### config.mk
export PLATFORM = sky130hd
export DESIGN_NAME = csr_core_top
export DESIGN_NICKNAME = d
export VERILOG_FILES = /design/src/source/csr_pkg.sv /design/src/source/csr_access_port.sv /design/src/source/csr_core_top.sv /design/src/source/csr_exc_regs.sv /design/src/source/csr_timer.sv
export VERILOG_INCLUDE_DIRS = /design/src /design/src/source
export SDC_FILE = /design/constraint.sdc
export NUM_CORES = 1
export LEC_CHECK = 0
export ABC_AREA = 1
export BUFFER_PORTS_ARGS = -buffer_cell sky130_fd_sc_hd__buf_4
export CAP_MARGIN = 25
export CORE_MARGIN = 5
export CORE_UTILIZATION = 45
export DETAILED_ROUTE_END_ITERATION = 10
export PLACE_DENSITY = 0.64
export REMOVE_ABC_BUFFERS = 1
export SKIP_CTS_REPAIR_TIMING = 1
export SYNTH_ARGS = -nofsm -noshare
export SYNTH_HDL_FRONTEND = slang
export SYNTH_HIERARCHICAL = 1
export SYNTH_SLANG_ARGS = --single-unit
### constraint.sdc
create_clock -name clk -period 2.15 [get_ports clk]
set_input_delay 0.215 -clock clk [delete_from_list [all_inputs] [get_ports clk]]
set_output_delay 0.215 -clock clk [all_outputs]
set_load 0.005 [all_outputs]
### src/source/csr_macros.svh
`ifndef CSR_MACROS_SVH
`define CSR_MACROS_SVH

// bus widths
`define CSR_ADDR_W 14
`define CSR_DATA_W 32

// csr addresses
`define CSR_CRMD   14'h000
`define CSR_PRMD   14'h001
`define CSR_ESTAT  14'h005
`define CSR_ERA    14'h006
`define CSR_EENTRY 14'h00c
`define CSR_SAVE0  14'h030
`define CSR_SAVE1  14'h031
`define CSR_SAVE2  14'h032
`define CSR_SAVE3  14'h033
`define CSR_TID    14'h040
`define CSR_TCFG   14'h041
`define CSR_TVAL   14'h042
`define CSR_TICLR  14'h044

// crmd / prmd fields
`define CRMD_PLV   1:0
`define CRMD_IE    2
`define CRMD_DA    3
`define CRMD_RESET 32'h0000_0008
`define PRMD_PPLV  1:0
`define PRMD_PIE   2

// estat fields
`define ESTAT_IS_SW    1:0
`define ESTAT_IS_HW    9:2
`define ESTAT_TI       11
`define ESTAT_ECODE    21:16
`define ESTAT_ESUBCODE 30:22

// timer fields
`define TCFG_EN       0
`define TCFG_PERIODIC 1
`define TCFG_INITVAL  31:2
`define TICLR_CLR     0

`define EENTRY_VA 31:6

`endif

### src/source/csr_pkg.sv
`include "csr_macros.svh"

package csr_pkg;

  // counter read select, overrides the csr address
  typedef enum logic [1:0] {
    RDCNT_NONE  = 2'd0,
    RDCNT_ID    = 2'd1,
    RDCNT_VLOW  = 2'd2,
    RDCNT_VHIGH = 2'd3
  } rdcnt_e;

  typedef enum logic [5:0] {
    ECODE_INT = 6'h00,
    ECODE_SYS = 6'h0b,
    ECODE_BRK = 6'h0c,
    ECODE_INE = 6'h0d
  } ecode_e;

  typedef struct packed {
    logic [`CSR_ADDR_W-1:0] addr;
    rdcnt_e                 rdcnt;
  } csr_rd_req_t;

  // raw write from the pipeline
  typedef struct packed {
    logic                   we;
    logic [`CSR_ADDR_W-1:0] addr;
    logic [`CSR_DATA_W-1:0] mask;
    logic [`CSR_DATA_W-1:0] data;
  } csr_wr_req_t;

  // merged write, already gated by the stall
  typedef struct packed {
    logic                   we;
    logic [`CSR_ADDR_W-1:0] addr;
    logic [`CSR_DATA_W-1:0] data;
  } csr_wr_t;

  typedef struct packed {
    logic                   valid;
    ecode_e                 ecode;
    logic [8:0]             esubcode;
    logic [`CSR_DATA_W-1:0] pc;
    logic                   ertn;
  } excp_req_t;

  typedef struct packed {
    logic [`CSR_DATA_W-1:0] crmd;
    logic [`CSR_DATA_W-1:0] prmd;
    logic [`CSR_DATA_W-1:0] estat;
    logic [`CSR_DATA_W-1:0] era;
    logic [`CSR_DATA_W-1:0] eentry;
  } csr_view_t;

  typedef struct packed {
    logic [`CSR_DATA_W-1:0] tid;
    logic [`CSR_DATA_W-1:0] tcfg;
    logic [`CSR_DATA_W-1:0] tval;
  } timer_view_t;

endpackage

### src/source/csr_access_port.sv
`timescale 1ns/1ps
`include "csr_macros.svh"

module csr_access_port (
  input  logic                        clk,
  input  logic                        rst_n,
  input  csr_pkg::csr_rd_req_t        rd_req_i,
  input  csr_pkg::csr_wr_req_t        wr_req_i,
  input  logic                        stall_i,
  input  csr_pkg::csr_view_t          view_i,
  input  csr_pkg::timer_view_t        tview_i,
  input  logic [63:0]                 counter_i,
  input  logic [3:0][`CSR_DATA_W-1:0] save_i,
  output csr_pkg::csr_wr_t            wr_o,
  output logic [`CSR_DATA_W-1:0]      csr_r_data_o
);

  import csr_pkg::*;

  logic [7:0]             rd_idx;
  logic [`CSR_DATA_W-1:0] rd_data;

  // only the low byte of the address is decoded
  assign rd_idx = rd_req_i.addr[7:0];

  always_comb begin
    rd_data = '0;
    case (rd_req_i.rdcnt)
      RDCNT_VLOW:  rd_data = counter_i[31:0];
      RDCNT_VHIGH: rd_data = counter_i[63:32];
      RDCNT_ID:    rd_data = tview_i.tid;
      default: begin
        case (rd_idx)
          8'(`CSR_CRMD):   rd_data = view_i.crmd;
          8'(`CSR_PRMD):   rd_data = view_i.prmd;
          8'(`CSR_ESTAT):  rd_data = view_i.estat;
          8'(`CSR_ERA):    rd_data = view_i.era;
          8'(`CSR_EENTRY): rd_data = view_i.eentry;
          8'(`CSR_SAVE0):  rd_data = save_i[0];
          8'(`CSR_SAVE1):  rd_data = save_i[1];
          8'(`CSR_SAVE2):  rd_data = save_i[2];
          8'(`CSR_SAVE3):  rd_data = save_i[3];
          8'(`CSR_TID):    rd_data = tview_i.tid;
          8'(`CSR_TCFG):   rd_data = tview_i.tcfg;
          8'(`CSR_TVAL):   rd_data = tview_i.tval;
          // ticlr reads as zero too
          default:         rd_data = '0;
        endcase
      end
    endcase
  end

  // read data is held while stalled
  always_ff @(posedge clk) begin
    if (!rst_n) begin
      csr_r_data_o <= '0;
    end else if (!stall_i) begin
      csr_r_data_o <= rd_data;
    end
  end

  // merge with the last read value outside the mask
  always_comb begin
    wr_o.we   = wr_req_i.we && !stall_i;
    wr_o.addr = wr_req_i.addr;
    wr_o.data = (csr_r_data_o & ~wr_req_i.mask) | (wr_req_i.data & wr_req_i.mask);
  end

  // a stalled cycle neither writes nor moves the read data
  assert property (@(posedge clk) disable iff (!rst_n)
    stall_i |-> (!wr_o.we ##1 $stable(csr_r_data_o)))
    else $error("csr access port: write or read update during stall");

endmodule

### src/source/csr_core_top.sv
`timescale 1ns/1ps
`include "csr_macros.svh"

module csr_core_top (
  input  logic                   clk,
  input  logic                   rst_n,
  input  csr_pkg::csr_rd_req_t   rd_req_i,
  input  csr_pkg::csr_wr_req_t   wr_req_i,
  input  csr_pkg::excp_req_t     excp_i,
  input  logic [7:0]             int_i,
  input  logic                   stall_i,
  output logic [`CSR_DATA_W-1:0] csr_r_data_o,
  output csr_pkg::csr_view_t     csr_o
);

  import csr_pkg::*;

  csr_wr_t                     wr;
  timer_view_t                 tview;
  logic [63:0]                 counter;
  logic                        timer_irq;
  logic [3:0][`CSR_DATA_W-1:0] save;

  csr_access_port u_access_port (
    .clk          (clk),
    .rst_n        (rst_n),
    .rd_req_i     (rd_req_i),
    .wr_req_i     (wr_req_i),
    .stall_i      (stall_i),
    .view_i       (csr_o),
    .tview_i      (tview),
    .counter_i    (counter),
    .save_i       (save),
    .wr_o         (wr),
    .csr_r_data_o (csr_r_data_o)
  );

  // register view goes straight out to the pipeline
  csr_exc_regs u_exc_regs (
    .clk         (clk),
    .rst_n       (rst_n),
    .wr_i        (wr),
    .excp_i      (excp_i),
    .int_i       (int_i),
    .timer_irq_i (timer_irq),
    .save_o      (save),
    .view_o      (csr_o)
  );

  csr_timer u_timer (
    .clk         (clk),
    .rst_n       (rst_n),
    .wr_i        (wr),
    .tview_o     (tview),
    .counter_o   (counter),
    .timer_irq_o (timer_irq)
  );

endmodule

### src/source/csr_exc_regs.sv
`timescale 1ns/1ps
`include "csr_macros.svh"

module csr_exc_regs (
  input  logic                        clk,
  input  logic                        rst_n,
  input  csr_pkg::csr_wr_t            wr_i,
  input  csr_pkg::excp_req_t          excp_i,
  input  logic [7:0]                  int_i,
  input  logic                        timer_irq_i,
  output logic [3:0][`CSR_DATA_W-1:0] save_o,
  output csr_pkg::csr_view_t          view_o
);

  logic                        excp_valid;
  logic                        ertn_valid;
  logic                        crmd_we;
  logic                        prmd_we;
  logic                        estat_we;
  logic                        era_we;
  logic                        eentry_we;
  logic [3:0]                  save_we;

  logic [`CSR_DATA_W-1:0]      crmd_q;
  logic [`CSR_DATA_W-1:0]      prmd_q;
  logic [`CSR_DATA_W-1:0]      era_q;
  logic [`CSR_DATA_W-1:0]      eentry_q;
  logic [`CSR_DATA_W-1:0]      estat;
  logic [1:0]                  is_sw_q;
  logic [7:0]                  is_hw_q;
  logic [5:0]                  ecode_q;
  logic [8:0]                  esubcode_q;
  logic [3:0][`CSR_DATA_W-1:0] save_q;

  assign excp_valid = excp_i.valid;
  assign ertn_valid = excp_i.ertn;

  assign crmd_we   = wr_i.we && (wr_i.addr == `CSR_CRMD);
  assign prmd_we   = wr_i.we && (wr_i.addr == `CSR_PRMD);
  assign estat_we  = wr_i.we && (wr_i.addr == `CSR_ESTAT);
  assign era_we    = wr_i.we && (wr_i.addr == `CSR_ERA);
  assign eentry_we = wr_i.we && (wr_i.addr == `CSR_EENTRY);

  always_comb begin
    for (int i = 0; i < 4; i++) begin
      save_we[i] = wr_i.we && (wr_i.addr == `CSR_SAVE0 + 14'(i));
    end
  end

  // software write wins over ertn, ertn over exception entry
  always_ff @(posedge clk) begin
    if (!rst_n) begin
      crmd_q <= `CRMD_RESET;
    end else if (crmd_we) begin
      crmd_q[`CRMD_PLV] <= wr_i.data[`CRMD_PLV];
      crmd_q[`CRMD_IE]  <= wr_i.data[`CRMD_IE];
      crmd_q[`CRMD_DA]  <= wr_i.data[`CRMD_DA];
    end else if (ertn_valid) begin
      crmd_q[`CRMD_PLV] <= prmd_q[`PRMD_PPLV];
      crmd_q[`CRMD_IE]  <= prmd_q[`PRMD_PIE];
    end else if (excp_valid) begin
      crmd_q[`CRMD_PLV] <= 2'b00;
      crmd_q[`CRMD_IE]  <= 1'b0;
    end
  end

  always_ff @(posedge clk) begin
    if (!rst_n) begin
      prmd_q <= '0;
    end else if (prmd_we) begin
      prmd_q[`PRMD_PPLV] <= wr_i.data[`PRMD_PPLV];
      prmd_q[`PRMD_PIE]  <= wr_i.data[`PRMD_PIE];
    end else if (excp_valid && !ertn_valid) begin
      prmd_q[`PRMD_PPLV] <= crmd_q[`CRMD_PLV];
      prmd_q[`PRMD_PIE]  <= crmd_q[`CRMD_IE];
    end
  end

  always_ff @(posedge clk) begin
    if (!rst_n) begin
      era_q <= '0;
    end else if (era_we) begin
      era_q <= wr_i.data;
    end else if (excp_valid && !ertn_valid) begin
      era_q <= excp_i.pc;
    end
  end

  // low six bits of eentry stay zero
  always_ff @(posedge clk) begin
    if (!rst_n) begin
      eentry_q <= '0;
    end else if (eentry_we) begin
      eentry_q[`EENTRY_VA] <= wr_i.data[`EENTRY_VA];
    end
  end

  always_ff @(posedge clk) begin
    if (!rst_n) begin
      is_sw_q    <= '0;
      is_hw_q    <= '0;
      ecode_q    <= '0;
      esubcode_q <= '0;
    end else begin
      is_hw_q <= int_i;
      if (estat_we) begin
        is_sw_q <= wr_i.data[`ESTAT_IS_SW];
      end
      if (excp_valid && !ertn_valid) begin
        ecode_q    <= excp_i.ecode;
        esubcode_q <= excp_i.esubcode;
      end
    end
  end

  // timer pending bit is not stored here
  always_comb begin
    estat                  = '0;
    estat[`ESTAT_IS_SW]    = is_sw_q;
    estat[`ESTAT_IS_HW]    = is_hw_q;
    estat[`ESTAT_TI]       = timer_irq_i;
    estat[`ESTAT_ECODE]    = ecode_q;
    estat[`ESTAT_ESUBCODE] = esubcode_q;
  end

  always_ff @(posedge clk) begin
    if (!rst_n) begin
      save_q <= '0;
    end else begin
      for (int i = 0; i < 4; i++) begin
        if (save_we[i]) begin
          save_q[i] <= wr_i.data;
        end
      end
    end
  end

  assign save_o        = save_q;
  assign view_o.crmd   = crmd_q;
  assign view_o.prmd   = prmd_q;
  assign view_o.estat  = estat;
  assign view_o.era    = era_q;
  assign view_o.eentry = eentry_q;

  assert property (@(posedge clk) disable iff (!rst_n)
    !(excp_i.valid && excp_i.ertn))
    else $error("csr exc regs: exception and ertn in the same cycle");

endmodule

### src/source/csr_timer.sv
`timescale 1ns/1ps
`include "csr_macros.svh"

module csr_timer (
  input  logic                 clk,
  input  logic                 rst_n,
  input  csr_pkg::csr_wr_t     wr_i,
  output csr_pkg::timer_view_t tview_o,
  output logic [63:0]          counter_o,
  output logic                 timer_irq_o
);

  logic                   tid_we;
  logic                   tcfg_we;
  logic                   ticlr_we;
  logic                   tval_zero;
  logic [`CSR_DATA_W-1:0] tid_q;
  logic [`CSR_DATA_W-1:0] tcfg_q;
  logic [`CSR_DATA_W-1:0] tval_q;
  logic                   timer_en;
  logic                   pend_q;
  logic [63:0]            counter_q;

  assign tid_we   = wr_i.we && (wr_i.addr == `CSR_TID);
  assign tcfg_we  = wr_i.we && (wr_i.addr == `CSR_TCFG);
  assign ticlr_we = wr_i.we && (wr_i.addr == `CSR_TICLR);

  // expiry of an enabled timer
  assign tval_zero = timer_en && (tval_q == '0);

  // free-running stable counter
  always_ff @(posedge clk) begin
    if (!rst_n) begin
      counter_q <= '0;
    end else begin
      counter_q <= counter_q + 64'd1;
    end
  end

  always_ff @(posedge clk) begin
    if (!rst_n) begin
      tid_q  <= '0;
      tcfg_q <= '0;
    end else begin
      if (tid_we) begin
        tid_q <= wr_i.data;
      end
      if (tcfg_we) begin
        tcfg_q <= wr_i.data;
      end
    end
  end

  // one-shot timers stop after expiring
  always_ff @(posedge clk) begin
    if (!rst_n) begin
      timer_en <= 1'b0;
      tval_q   <= '0;
    end else if (tcfg_we) begin
      timer_en <= wr_i.data[`TCFG_EN];
      tval_q   <= {wr_i.data[`TCFG_INITVAL], 2'b00};
    end else if (tval_zero) begin
      timer_en <= tcfg_q[`TCFG_PERIODIC];
      tval_q   <= tcfg_q[`TCFG_PERIODIC] ? {tcfg_q[`TCFG_INITVAL], 2'b00} : '1;
    end else if (timer_en) begin
      tval_q <= tval_q - 32'd1;
    end
  end

  // clear wins over a same-cycle expiry
  always_ff @(posedge clk) begin
    if (!rst_n) begin
      pend_q <= 1'b0;
    end else if (ticlr_we && wr_i.data[`TICLR_CLR]) begin
      pend_q <= 1'b0;
    end else if (tval_zero) begin
      pend_q <= 1'b1;
    end
  end

  assign timer_irq_o  = pend_q;
  assign counter_o    = counter_q;
  assign tview_o.tid  = tid_q;
  assign tview_o.tcfg = tcfg_q;
  assign tview_o.tval = tval_q;

  assert property (@(posedge clk) disable iff (!rst_n)
    $rose(pend_q) |-> $past(timer_en))
    else $error("csr timer: pending bit set while the timer was disabled");

endmodule

# After elaboration in Yosys (flattened, before gate mapping)
# Index checks and enable logic that the tools add are counted.
# Widths: inputs -> output; s select.
# word_totals
register_bits	412
memories	0
input_bits	155
latch_bits	0
mem_bits_ro	0
ram_bits	0
out_inout_bits	192
# classes
n_addsub	2
order_cmp	0
div	0
shifts	0
n_reduce_logical	29
eq_ne	25
bitwise	5
n_mux	15
multipliers	0
# op_table
op	n
$pmux 32 s12	1
$mux 32	6
$pmux 32 s3	1
$add 64x1->64 const B	1
$and 32x32->32	2
$eq 14x6->1 const B	4
$eq 14x7->1 const B	3
$eq 8x6->1 const B	4
$logic_not 32->1	1
$not 32->32	1
$or 32x32->32	1
$sub 32x1->32 const B	1
$eq 14x3->1 const B	2
$eq 8x7->1 const B	3
$eq 8x3->1 const B	2
$logic_and 1x1->1	16
$mux 3	5
$eq 14x1->1 const B	1
$eq 14x4->1 const B	1
$logic_not 14->1	1
$eq 8x1->1 const B	1
$eq 8x4->1 const B	1
$logic_not 8->1	1
$reduce_bool 2->1	4
7 further kinds	12

# Logic depth before layout (Yosys ltp)
# Gate-level depths: netlist of the first run.
# logic_depth
ltp_word	5
mapped_depth	13
ltp_nobuf	12

# By module
# Netlist of the first run, hierarchy kept.
# by_module_without_submodules
mod	seq_area_each_um2	area_per_inst_um2	cells_each	instances
csr_exc_regs	4364.2	9402.8	1343	1
csr_timer	3243.1	8689.6	1356	1
csr_access_port	640.6	5952.0	1132	1

# Worst setup path after synthesis of the first run
# OpenSTA, ideal clock, no wires.
# synth_path
path_type	input -> register
startpoint	in stall_i
endpoint	reg u_timer.tval_q[15]
path_stages	13
slack_ns	0.142
required_time_ns	2.033
setup_time_ns	0.117
arrival_time_ns	1.891
path_cell_list	clkbuf_1 -> clkbuf_1 -> nor2_1 -> nand2_1 -> inv_2 -> nand2_1 -> nor3_2 -> inv_2 -> nand3_4 -> buf_6 -> nand2_1 -> a21oi_1 -> nor2_1
# synth_rtl
element	line_no	rtl
start: declaration	csr_core_top.sv:11	input logic stall_i,
end signal: assignment	csr_timer.sv:61	tval_q <= {wr_i.data[`TCFG_INITVAL], 2'b00};
end signal: assignment	csr_timer.sv:64	tval_q <= tcfg_q[`TCFG_PERIODIC] ? {tcfg_q[`TCFG_INITVAL], 2'b00} : '1;
end signal: assignment	csr_timer.sv:66	tval_q <= tval_q - 32'd1;
end: declaration	csr_timer.sv:19	logic [`CSR_DATA_W-1:0] tval_q;

# Worst setup path in the final report of the first run
# layout_path
startpoint	reg u_timer.counter_q[19], in the netlist u_timer/counter_o[19]
endpoint	reg u_timer.counter_q[55], in the netlist u_timer/counter_o[55]
# layout_via
elab_chain_len	1
# layout_lines
element	line_no	rtl
start: declaration	csr_timer.sv:22	logic [63:0] counter_q;
start signal: assignment	csr_timer.sv:36	counter_q <= counter_q + 64'd1;
$add 64x1->64	csr_timer.sv:36	
# Every way passes these cells.
# A chain may end at the register's enable or synchronous reset.

==> qor.txt, run 1 <==
status - finished, violations left
failing checks - hold timing
largest net degree at the start of global routing - 115
LEAKAGE - 13.2 nW
Pwr Density - 621 mW/mm²
Initial Util - 45.6%
HPWL Detailed - 62900 µm
Num CTS Buffers - 47
R2R depth - 8
TritonCTS clock tree - done
Mapped Area - 0.0240 mm²
final non-filler cell total - 4795
Hold Path Class - primary input to register
Die Y - 241 µm
post-synthesis mux area share - 1.50%
cell count after placement - 4686
Fin. Hold Viols - 23
Post-synth ARST share - 0%
XOR/XNOR Fraction of Synth Area - 0.729%
synth unique cells - 47
total track usage - 28.7%
clk_skew - 0.0155 ns
sequential area share after synthesis - 34.3%
Mapped Cells - 3831
Peak supply drop - 0.505 mV
Avg WL per Cell - 18.3 µm
Pre-antenna DRT Iters - 5
Fin Hold WS - -0.0193 ns
DR vias/cell - 5.39
antenna fix cells - 0
Setup TNS Final - 0 ns
most frequent cells in the layout - nand2_1 (919), nor2_1 (659), nand3_1 (520), dfxtp_1 (412), buf_4 (381)
Fillers - 5482
Max Cap Viol - 0
commonest non-fill, non-tap cell in the layout - nand2_1
H-tree Lvls - 2
final setup vio count - 0
Req. time, crit path - 2.66 ns
clock root cell - clkbuf_16
total power - 17.8 mW
max_slew headroom - 46.7%
WL final - 87800 µm
I/O Pins - 347
Area after DPL - 0.0268 mm²
CP Max Fanout - 3
simple-gate share of the synthesized area - 40.4%
Skew-Pair Late Insertion Delay - 0.59 ns
syn_area_per_cell - 6.28 µm²
initial antenna violation count - 1
critical path endpoint category - register
GPL Wtd Cong - 1.02
via count - 25900
kind of launch point of the worst setup path - register
final instance area - 0.0287 mm²
Slew Limit Fails - 0
Top FF cell, synth - dfxtp_1
Remaining DRCs - 0
CORE AREA - 0.0528 mm²
EDFF count, synth - 0
Overflow after GRT - 0
area added between synthesis and finish - 19.4%
Slew @ Worst Pin - 0.798 ns
Antenna Nets Post-Route - 0
Adder-Cell Fraction of Synth Area - 0.104%
post-synthesis compound-gate area fraction - 11.5%
IO Port Bufs - 271
WP data arrival - 2.51 ns
Clock Sinks - 412
first-pass GRT wire length - 135000 µm
Synth Register Bits - 412
Final Cycle Share - 92.8%
Initial DRC Count - 2391
vias in the first global route - 23300
RSZ-0062 raised after global routing - no
warnings from Yosys - 6
combinational family with the most area after synthesis - simple AND/OR/NAND/NOR gates
Clk pin slew, worst setup/hold paths - 0.06 ns
fin nets - 4231
Site Rows - 84
die area - 0.0582 mm²
Die Wd - 241 µm
layout cells sized above 1 - 14.3%
Clock Path Buffers - 3
WHS Path Cells - 5
Max Freq - 501 MHz
Final min period - 2.00 ns
Setup Crit Path Kind - register to register
-- area by class of cell --
| cell class | count | area (µm²) | area share [%] |
|---|---|---|---|
| timing repair buffer | 434 | 3640 | 12.7 |
| clock inverter | 14 | 174 | 0.606 |
| multi-input combinational | 2921 | 13400 | 46.6 |
| inverter | 258 | 972 | 3.39 |
| clock buffer | 68 | 1430 | 4.97 |
| tap | 688 | 861 | 3.00 |
| sequential | 412 | 8250 | 28.7 |
-- flip-flops by register name, indices dropped and copies added, names as in the netlist --
register / flops
u_timer/counter_o: 64
u_exc_regs/is_sw_q: 2
u_exc_regs/era_q: 32
u_exc_regs/is_hw_q: 8
u_exc_regs/esubcode_q: 9
u_timer/timer_en: 1
u_exc_regs/crmd_q: 4
u_exc_regs/prmd_q: 3
u_timer/tcfg_q: 32
u_exc_regs/save_o: 128
u_exc_regs/ecode_q: 6
u_timer/timer_irq_o: 1
u_timer/tval_q: 32
u_exc_regs/eentry_q: 26
u_access_port/csr_r_data_o: 32
u_timer/tid_q: 32
-- routing by layer --
layer / wire length [µm] / vias to the layer above / track usage, %
met5: 13 / - / 0
met4: 1790 / 2 / 7.13
met3: 5730 / 120 / 4.32
met2: 41400 / 829 / 46.8
met1: 38900 / 12100 / 40.3
li1: - / 12800 / -
-- power by group --
part / switching (mW) / internal (mW) / leakage (nW) / total, mW
Sequential: 0.0843 / 7.73 / 3.33 / 7.81
Combinational: 0.976 / 0.613 / 9.11 / 1.59
Clock: 3.37 / 5.06 / 0.800 / 8.43
-- worst max-delay path: stages, from the launching register on --
cell and delay (ns):
dfxtp_1 0.41, nand2_1 0.10, nor3_1 0.34, nand2_1 0.15, nor3_1 0.16, buf_4 0.17, nand3_1 0.14, or2_2 0.31
a21oi_1 0.13
-- final timing paths --
path,to,start,slack [ns]
min,u_exc_regs/era_q[16],excp_i[17],-0.02
max reg2reg,u_timer/counter_o[55],u_timer/counter_o[19],0.15
max,u_timer/counter_o[55],u_timer/counter_o[19],0.15
min reg2reg,u_timer/counter_o[37],u_timer/counter_o[37],0.48
-- stage by stage --
stage | util, % | setup WS [ns]
floorplan | - | -2.81
global placement | 50.8 | 0.258
detailed placement | 50.9 | 0.234
CTS | 53.9 | 0.175
global route | 54.4 | 0.0226
finish | 54.4 | 0.155
-- cell usage after synthesis, types with 4 or more instances --
master	instances	area share, %
inv_2	12	0.19
nand3_4	5	0.36
nor3_1	44	0.92
o21ai_0	244	5.1
nor2_2	17	0.44
o22ai_1	6	0.16
nand3_1	520	11
buf_6	21	0.98
nand3_2	4	0.17
dfxtp_1	412	34
nand4_1	62	1.6
mux2_2	32	1.5
buf_1	7	0.11
a211oi_1	32	1.0
or2_0	4	0.10
xnor2_1	7	0.25
clkbuf_1	106	1.7
o21bai_1	5	0.16
o211ai_1	4	0.12
nor2_4	7	0.33
buf_4	95	3.0
inv_1	243	3.8
nand3b_1	5	0.16
nor2_1	664	10
o21ai_1	34	0.71
nand2_1	919	14
or2_2	11	0.29
xor2_1	13	0.47
a21oi_1	187	3.9
buf_2	79	1.6
a22o_1	9	0.33
-- kinds of logic (layout without fill, tap and decap cells) --
kind of cell	after synthesis	in the layout
AOI/OAI and AO/OA	524	524
xor gates and xnor gates	20	20
adders and majority gates	2	2
buffers and inverters	566	774
DFF	412	412
muxes	32	32
other	1	69
and+or+nand+nor	2274	2274
(Power assumes the default switching activity.)
==> run 2: changes to the inputs <==
--- a/config.mk
+++ b/config.mk
@@ -12,6 +12,7 @@
 export CORE_MARGIN = 5
 export CORE_UTILIZATION = 45
 export DETAILED_ROUTE_END_ITERATION = 10
+export GPL_TIMING_DRIVEN = 0
 export PLACE_DENSITY = 0.64
 export REMOVE_ABC_BUFFERS = 1
 export SKIP_CTS_REPAIR_TIMING = 1
==> qor.txt, run 2 (synthesis results as in run 1) <==
status - finished, violations left
failing checks - hold timing
Max Cap Viol - 0
CP max-delay cell - nor4_4
Hold Path Class - primary input to register
combinational share of power - 9.2%
Area after DPL - 0.0262 mm²
RSZ-0062 raised after global routing - yes
R2R depth - 11
clock root cell - clkbuf_16
final instance area - 0.0286 mm²
DR vias/cell - 5.53
Setup crit start - wr_req_i[69]
Clock Sinks - 412
Num CTS Buffers - 48
Fin. Hold Viols - 19
CP Max Fanout - 18
initial antenna violation count - 3
first-pass GRT wire length - 135000 µm
I/O Pins - 347
layout cells sized above 1 - 13.2%
via count - 26200
total track usage - 29.0%
WP data arrival - 2.52 ns
die area - 0.0582 mm²
area added between synthesis and finish - 18.8%
TritonCTS clock tree - done
gr busiest metal - met2
max_slew headroom - 32.4%
Fin Hold WS - -0.0298 ns
Largest register FFs - 128
Clock Path Buffers - 3
Setup Crit Path Kind - primary input to register
GR Util met1 - 40.2%
most frequent cells in the layout - nand2_1 (917), nor2_1 (650), nand3_1 (519), dfxtp_1 (411), buf_4 (284)
Peak supply drop - 0.497 mV
Slew Limit Fails - 0
Worst R2R End - u_timer/tval_q[3]
critical path endpoint category - register
Layout Utilization - 54.1%
kind of launch point of the worst setup path - primary input
Slew @ Worst Pin - 1.01 ns
Pint - 13.2 mW
met3 Track Usage GR - 4.67%
total power - 17.7 mW
Worst R2R Start - u_timer/timer_en
Final Cycle Share - 95.4%
LEAKAGE - 13.0 nW
Site Rows - 84
Req. time, crit path - 2.62 ns
Clk pin slew, worst setup/hold paths - 0.06 ns
vias in the first global route - 23200
Initial Util - 45.6%
Setup TNS Final - 0 ns
Die Y - 241 µm
Final min period - 2.05 ns
GPL Wtd Cong - 0.987
switching part of the total - 25.5%
largest net degree at the start of global routing - 164
most repeated library cell on the critical path - nor2_1
R2R Setup Slk - 0.12 ns
power share of the clock group - 46.6%
Switch Pwr - 4.50 mW
clk_skew - 0.0313 ns
Max Freq - 488 MHz
Antenna Nets Post-Route - 0
Initial DRC Count - 2657
CORE AREA - 0.0528 mm²
antenna fix cells - 0
final setup vio count - 0
worst setup margin - 0.0996 ns
Worst path max stage delay - 0.77 ns
cells along the critical path - buf_4 > nor2_1 > nand3b_1 > nor4_4 > nand2_2 > buf_16 > o21ai_0 > nor2_1
Skew-Pair Late Insertion Delay - 0.60 ns
WL final - 93100 µm
post-placement setup slack - -1.82 ns
Overflow after GRT - 0
fin nets - 4159
Pre-antenna DRT Iters - 6
IO Port Bufs - 271
Die Wd - 241 µm
Remaining DRCs - 0
HPWL Detailed - 61100 µm
Avg WL per Cell - 19.7 µm
Seq pwr share - 44.3%
crit path to - u_timer/tid_q[28]
GRT met2 Usage - 46.9%
H-tree Lvls - 2
commonest non-fill, non-tap cell in the layout - nand2_1
Pwr Density - 618 mW/mm²
==> run 2: changes by cell type in the layout (fill, tap and decap cells not counted), moves of 7 or more <==
| cell | delta |
|---|---|
| nand3_4 | +7 |
| nor2_1 | -9 |
| buf_16 | +12 |
| clkbuf_1 | +7 |
| nor2_4 | +9 |
| buf_4 | -97 |
==> run 2: worst min-delay path by stage <==
stage                                  to  startpoint  cells after the start
floorplan           u_exc_regs/is_hw_q[0]       rst_n                      2
global placement    u_exc_regs/is_hw_q[7]    int_i[7]                      3
detailed placement  u_exc_regs/is_hw_q[3]    int_i[3]                      3
CTS                 u_exc_regs/is_hw_q[4]    int_i[4]                      3
global route         u_exc_regs/era_q[21]  excp_i[22]                      5
finish               u_exc_regs/era_q[10]  excp_i[11]                      5
==> run 2: critical path: cells and delay by family <==
kind,cells,cell delay [ns]
AO/OA/AOI/OAI,1,0.16
AND/OR/NAND/NOR,5,1.69
buffers and inverters,2,0.44
==> run 2: cell type report <==
cell class / count / area (µm²)
clock buffer: 73 / 1430
clock inverter: 15 / 141
fill: 5443 / 24200
inverter: 258 / 1000
multi-input combinational: 2931 / 13700
sequential: 412 / 8250
tap: 688 / 861
timing repair buffer: 351 / 3220
==> run 2: per-stage QoR <==
step | cells | hold slack (ns)
floorplan | 3591 | 0.308
global placement | 4550 | 0.398
detailed placement | 4582 | 0.400
CTS | 4670 | -0.220
global route | 4728 | 0.00283
finish | 4728 | -0.0298
==> run 2: power by group through the flow <==
stage	Sequential [mW]	Clock [mW]	Combinational [mW]
finish	7.82	8.22	1.62
global route	7.83	8.67	1.74
CTS	7.82	8.32	1.52
detailed placement	7.98	0	1.51
global placement	7.98	0	1.41
floorplan	7.97	0	0.633
==> run 2: per-layer routing <==
layer / up-vias / part of all wire, %
li1: 12700 / -
met1: 12100 / 43
met2: 1111 / 46
met3: 198 / 8.1
met4: 4 / 3.2
met5: - / 0.025
==> run 3: changes to the inputs <==
--- a/config.mk
+++ b/config.mk
@@ -9,11 +9,12 @@
 export ABC_AREA = 1
 export BUFFER_PORTS_ARGS = -buffer_cell sky130_fd_sc_hd__buf_4
 export CAP_MARGIN = 25
+export CORE_ASPECT_RATIO = 0.9
 export CORE_MARGIN = 5
 export CORE_UTILIZATION = 45
 export DETAILED_ROUTE_END_ITERATION = 10
 export GPL_TIMING_DRIVEN = 0
-export PLACE_DENSITY = 0.64
+export PLACE_DENSITY = 0.61
 export REMOVE_ABC_BUFFERS = 1
 export SKIP_CTS_REPAIR_TIMING = 1
 export SYNTH_ARGS = -nofsm -noshare
==> constraint.sdc (replaced) <==
create_clock -name clk -period 2.2 [get_ports clk]
set_input_delay 0.22 -clock clk [delete_from_list [all_inputs] [get_ports clk]]
set_output_delay 0.22 -clock clk [all_outputs]
set_load 0.005 [all_outputs]
==> qor.txt, run 3 (synthesis results as in run 1) <==
LEAKAGE - 12.9 nW
I/O Pins - 347
Initial Util - 45.4%
WP data arrival - 2.64 ns
Clock Sinks - 412
Peak supply drop - 0.566 mV
Antenna Nets Post-Route - 0
met3 Track Usage GR - 5.25%
Pwr Density - 602 mW/mm²
Avg WL per Cell - 20.7 µm
final non-filler cell total - 4728
Layout Utilization - 53.7%
Req. time, crit path - 2.72 ns
status - finished, violations left
Largest register FFs - 128
Fin. Hold Viols - 28
Fin Hold WS - -0.0235 ns
GRT met2 Usage - 47.5%
Clock Path Buffers - 3
Die Wd - 254 µm
Worst path max stage delay - 0.46 ns
clk_skew - 0.0134 ns
gr busiest metal - met2
Site Rows - 80
area added between synthesis and finish - 18.2%
critical path endpoint category - register
H-tree Lvls - 2
most frequent cells in the layout - nand2_1 (914), nor2_1 (653), nand3_1 (518), dfxtp_1 (411), buf_4 (281)
cells along the critical path - inv_1 > nor3_1 > nand2_1 > nor2_1 > nand3_1 > or2_2 > a21oi_1
failing checks - hold timing
total track usage - 30.6%
Max Cap Viol - 0
Hold Path Class - primary input to register
Worst R2R Start - u_timer/counter_o[21]
IO Port Bufs - 271
Max Freq - 470 MHz
CORE AREA - 0.0530 mm²
final setup vio count - 0
HPWL Detailed - 64300 µm
Skew-Pair Late Insertion Delay - 0.59 ns
DR vias/cell - 5.53
Slew Limit Fails - 0
via count - 26200
Remaining DRCs - 0
GPL Wtd Cong - 0.999
Clk pin slew, worst setup/hold paths - 0.06 ns
CP Max Fanout - 5
commonest non-fill, non-tap cell in the layout - nand2_1
die area - 0.0582 mm²
total power - 17.1 mW
Overflow after GRT - 0
R2R depth - 7
max_slew headroom - 21.0%
fin nets - 4150
Num CTS Buffers - 46
Pre-antenna DRT Iters - 5
R2R Setup Slk - 0.07 ns
WL final - 97700 µm
CP max-delay cell - nor3_1
cell count after placement - 4592
Slew @ Worst Pin - 1.18 ns
first-pass GRT wire length - 142000 µm
Hold Crit Start - excp_i[28]
kind of launch point of the worst setup path - register
GR Util met1 - 43.8%
Final min period - 2.13 ns
Final Cycle Share - 96.6%
largest net degree at the start of global routing - 139
Hold Crit Endpoint - u_exc_regs/era_q[27]
Initial DRC Count - 2666
TritonCTS clock tree - done
Worst R2R End - u_timer/counter_o[53]
WHS Path Cells - 5
Setup Crit Path Kind - register to register
initial antenna violation count - 1
vias in the first global route - 23600
Die Y - 229 µm
layout cells sized above 1 - 13.1%
clock root cell - clkbuf_16
==> run 3: cell types whose count changed in the layout (fill, tap and decap cells not counted), moves of 4 or more <==
cell and change:
inv_4 -4, dlygate4sd3_1 -6, clkinv_2 +5, nor3_1 +4
buf_12 +5
==> run 3: critical path: cells and delay by family (launching register included) <==
kind                   cells  cell delay, ns
AND/OR/NAND/NOR            5            1.46
flip-flops                 1            0.37
AO/OA/AOI/OAI              1            0.11
buffers and inverters      1            0.12
==> run 3: layer usage <==
layer	part of all wire, %	vias up	wire length, µm
met5	0	-	0
li1	-	12700	-
met3	9.3	172	9100
met1	44	12100	42900
met2	44	1195	42800
met4	3.0	0	2930
==> run 3: worst max path at each step <==
stage | start | endpoint | slack (ns) | cells after the start
after CTS | stall_i | u_timer/tval_q[15] | -1.35 | 11
after floorplan | rd_req_i[9] | u_access_port/csr_r_data_o[11] | -2.77 | 9
final | u_timer/counter_o[21] | u_timer/counter_o[53] | 0.07 | 7
after detailed placement | stall_i | u_timer/tval_q[15] | -1.96 | 11
after global placement | rd_req_i[9] | u_access_port/csr_r_data_o[28] | -6.33 | 10
after global routing | u_timer/tval_q[10] | u_timer/tval_q[3] | -0.002 | 10
==> run 3: area by class of cell <==
cell class	count	area, µm²
Inverter	258	1000
Clock buffer	69	1380
Timing Repair Buffer	345	3180
Sequential cell	412	8250
Clock inverter	15	131
Multi-Input combinational cell	2930	13600
Fill cell	5424	24500
Tap cell	697	872
Antenna cell	2	5.00
==> run 3: through the flow <==
| stage | hold slack (ns) | area, µm² | worst slack, ns | TNS [ns] |
|---|---|---|---|---|
| after CTS | -0.214 | 27800 | -1.35 | -129.03 |
| after global routing | 0.00504 | 28400 | -0.00196 | -0.00196 |
| final | -0.0235 | 28400 | 0.0745 | 0 |
| after detailed placement | 0.403 | 26200 | -1.96 | -311.15 |
| after floorplan | 0.313 | 22500 | -2.77 | -161.99 |
| after global placement | 0.402 | 25400 | -6.33 | -1170.56 |
==> run 3: where the power goes <==
group,internal (mW),switching (mW)
logic,0.591,1.00
clock network,4.56,3.32
registers,7.55,0.0854
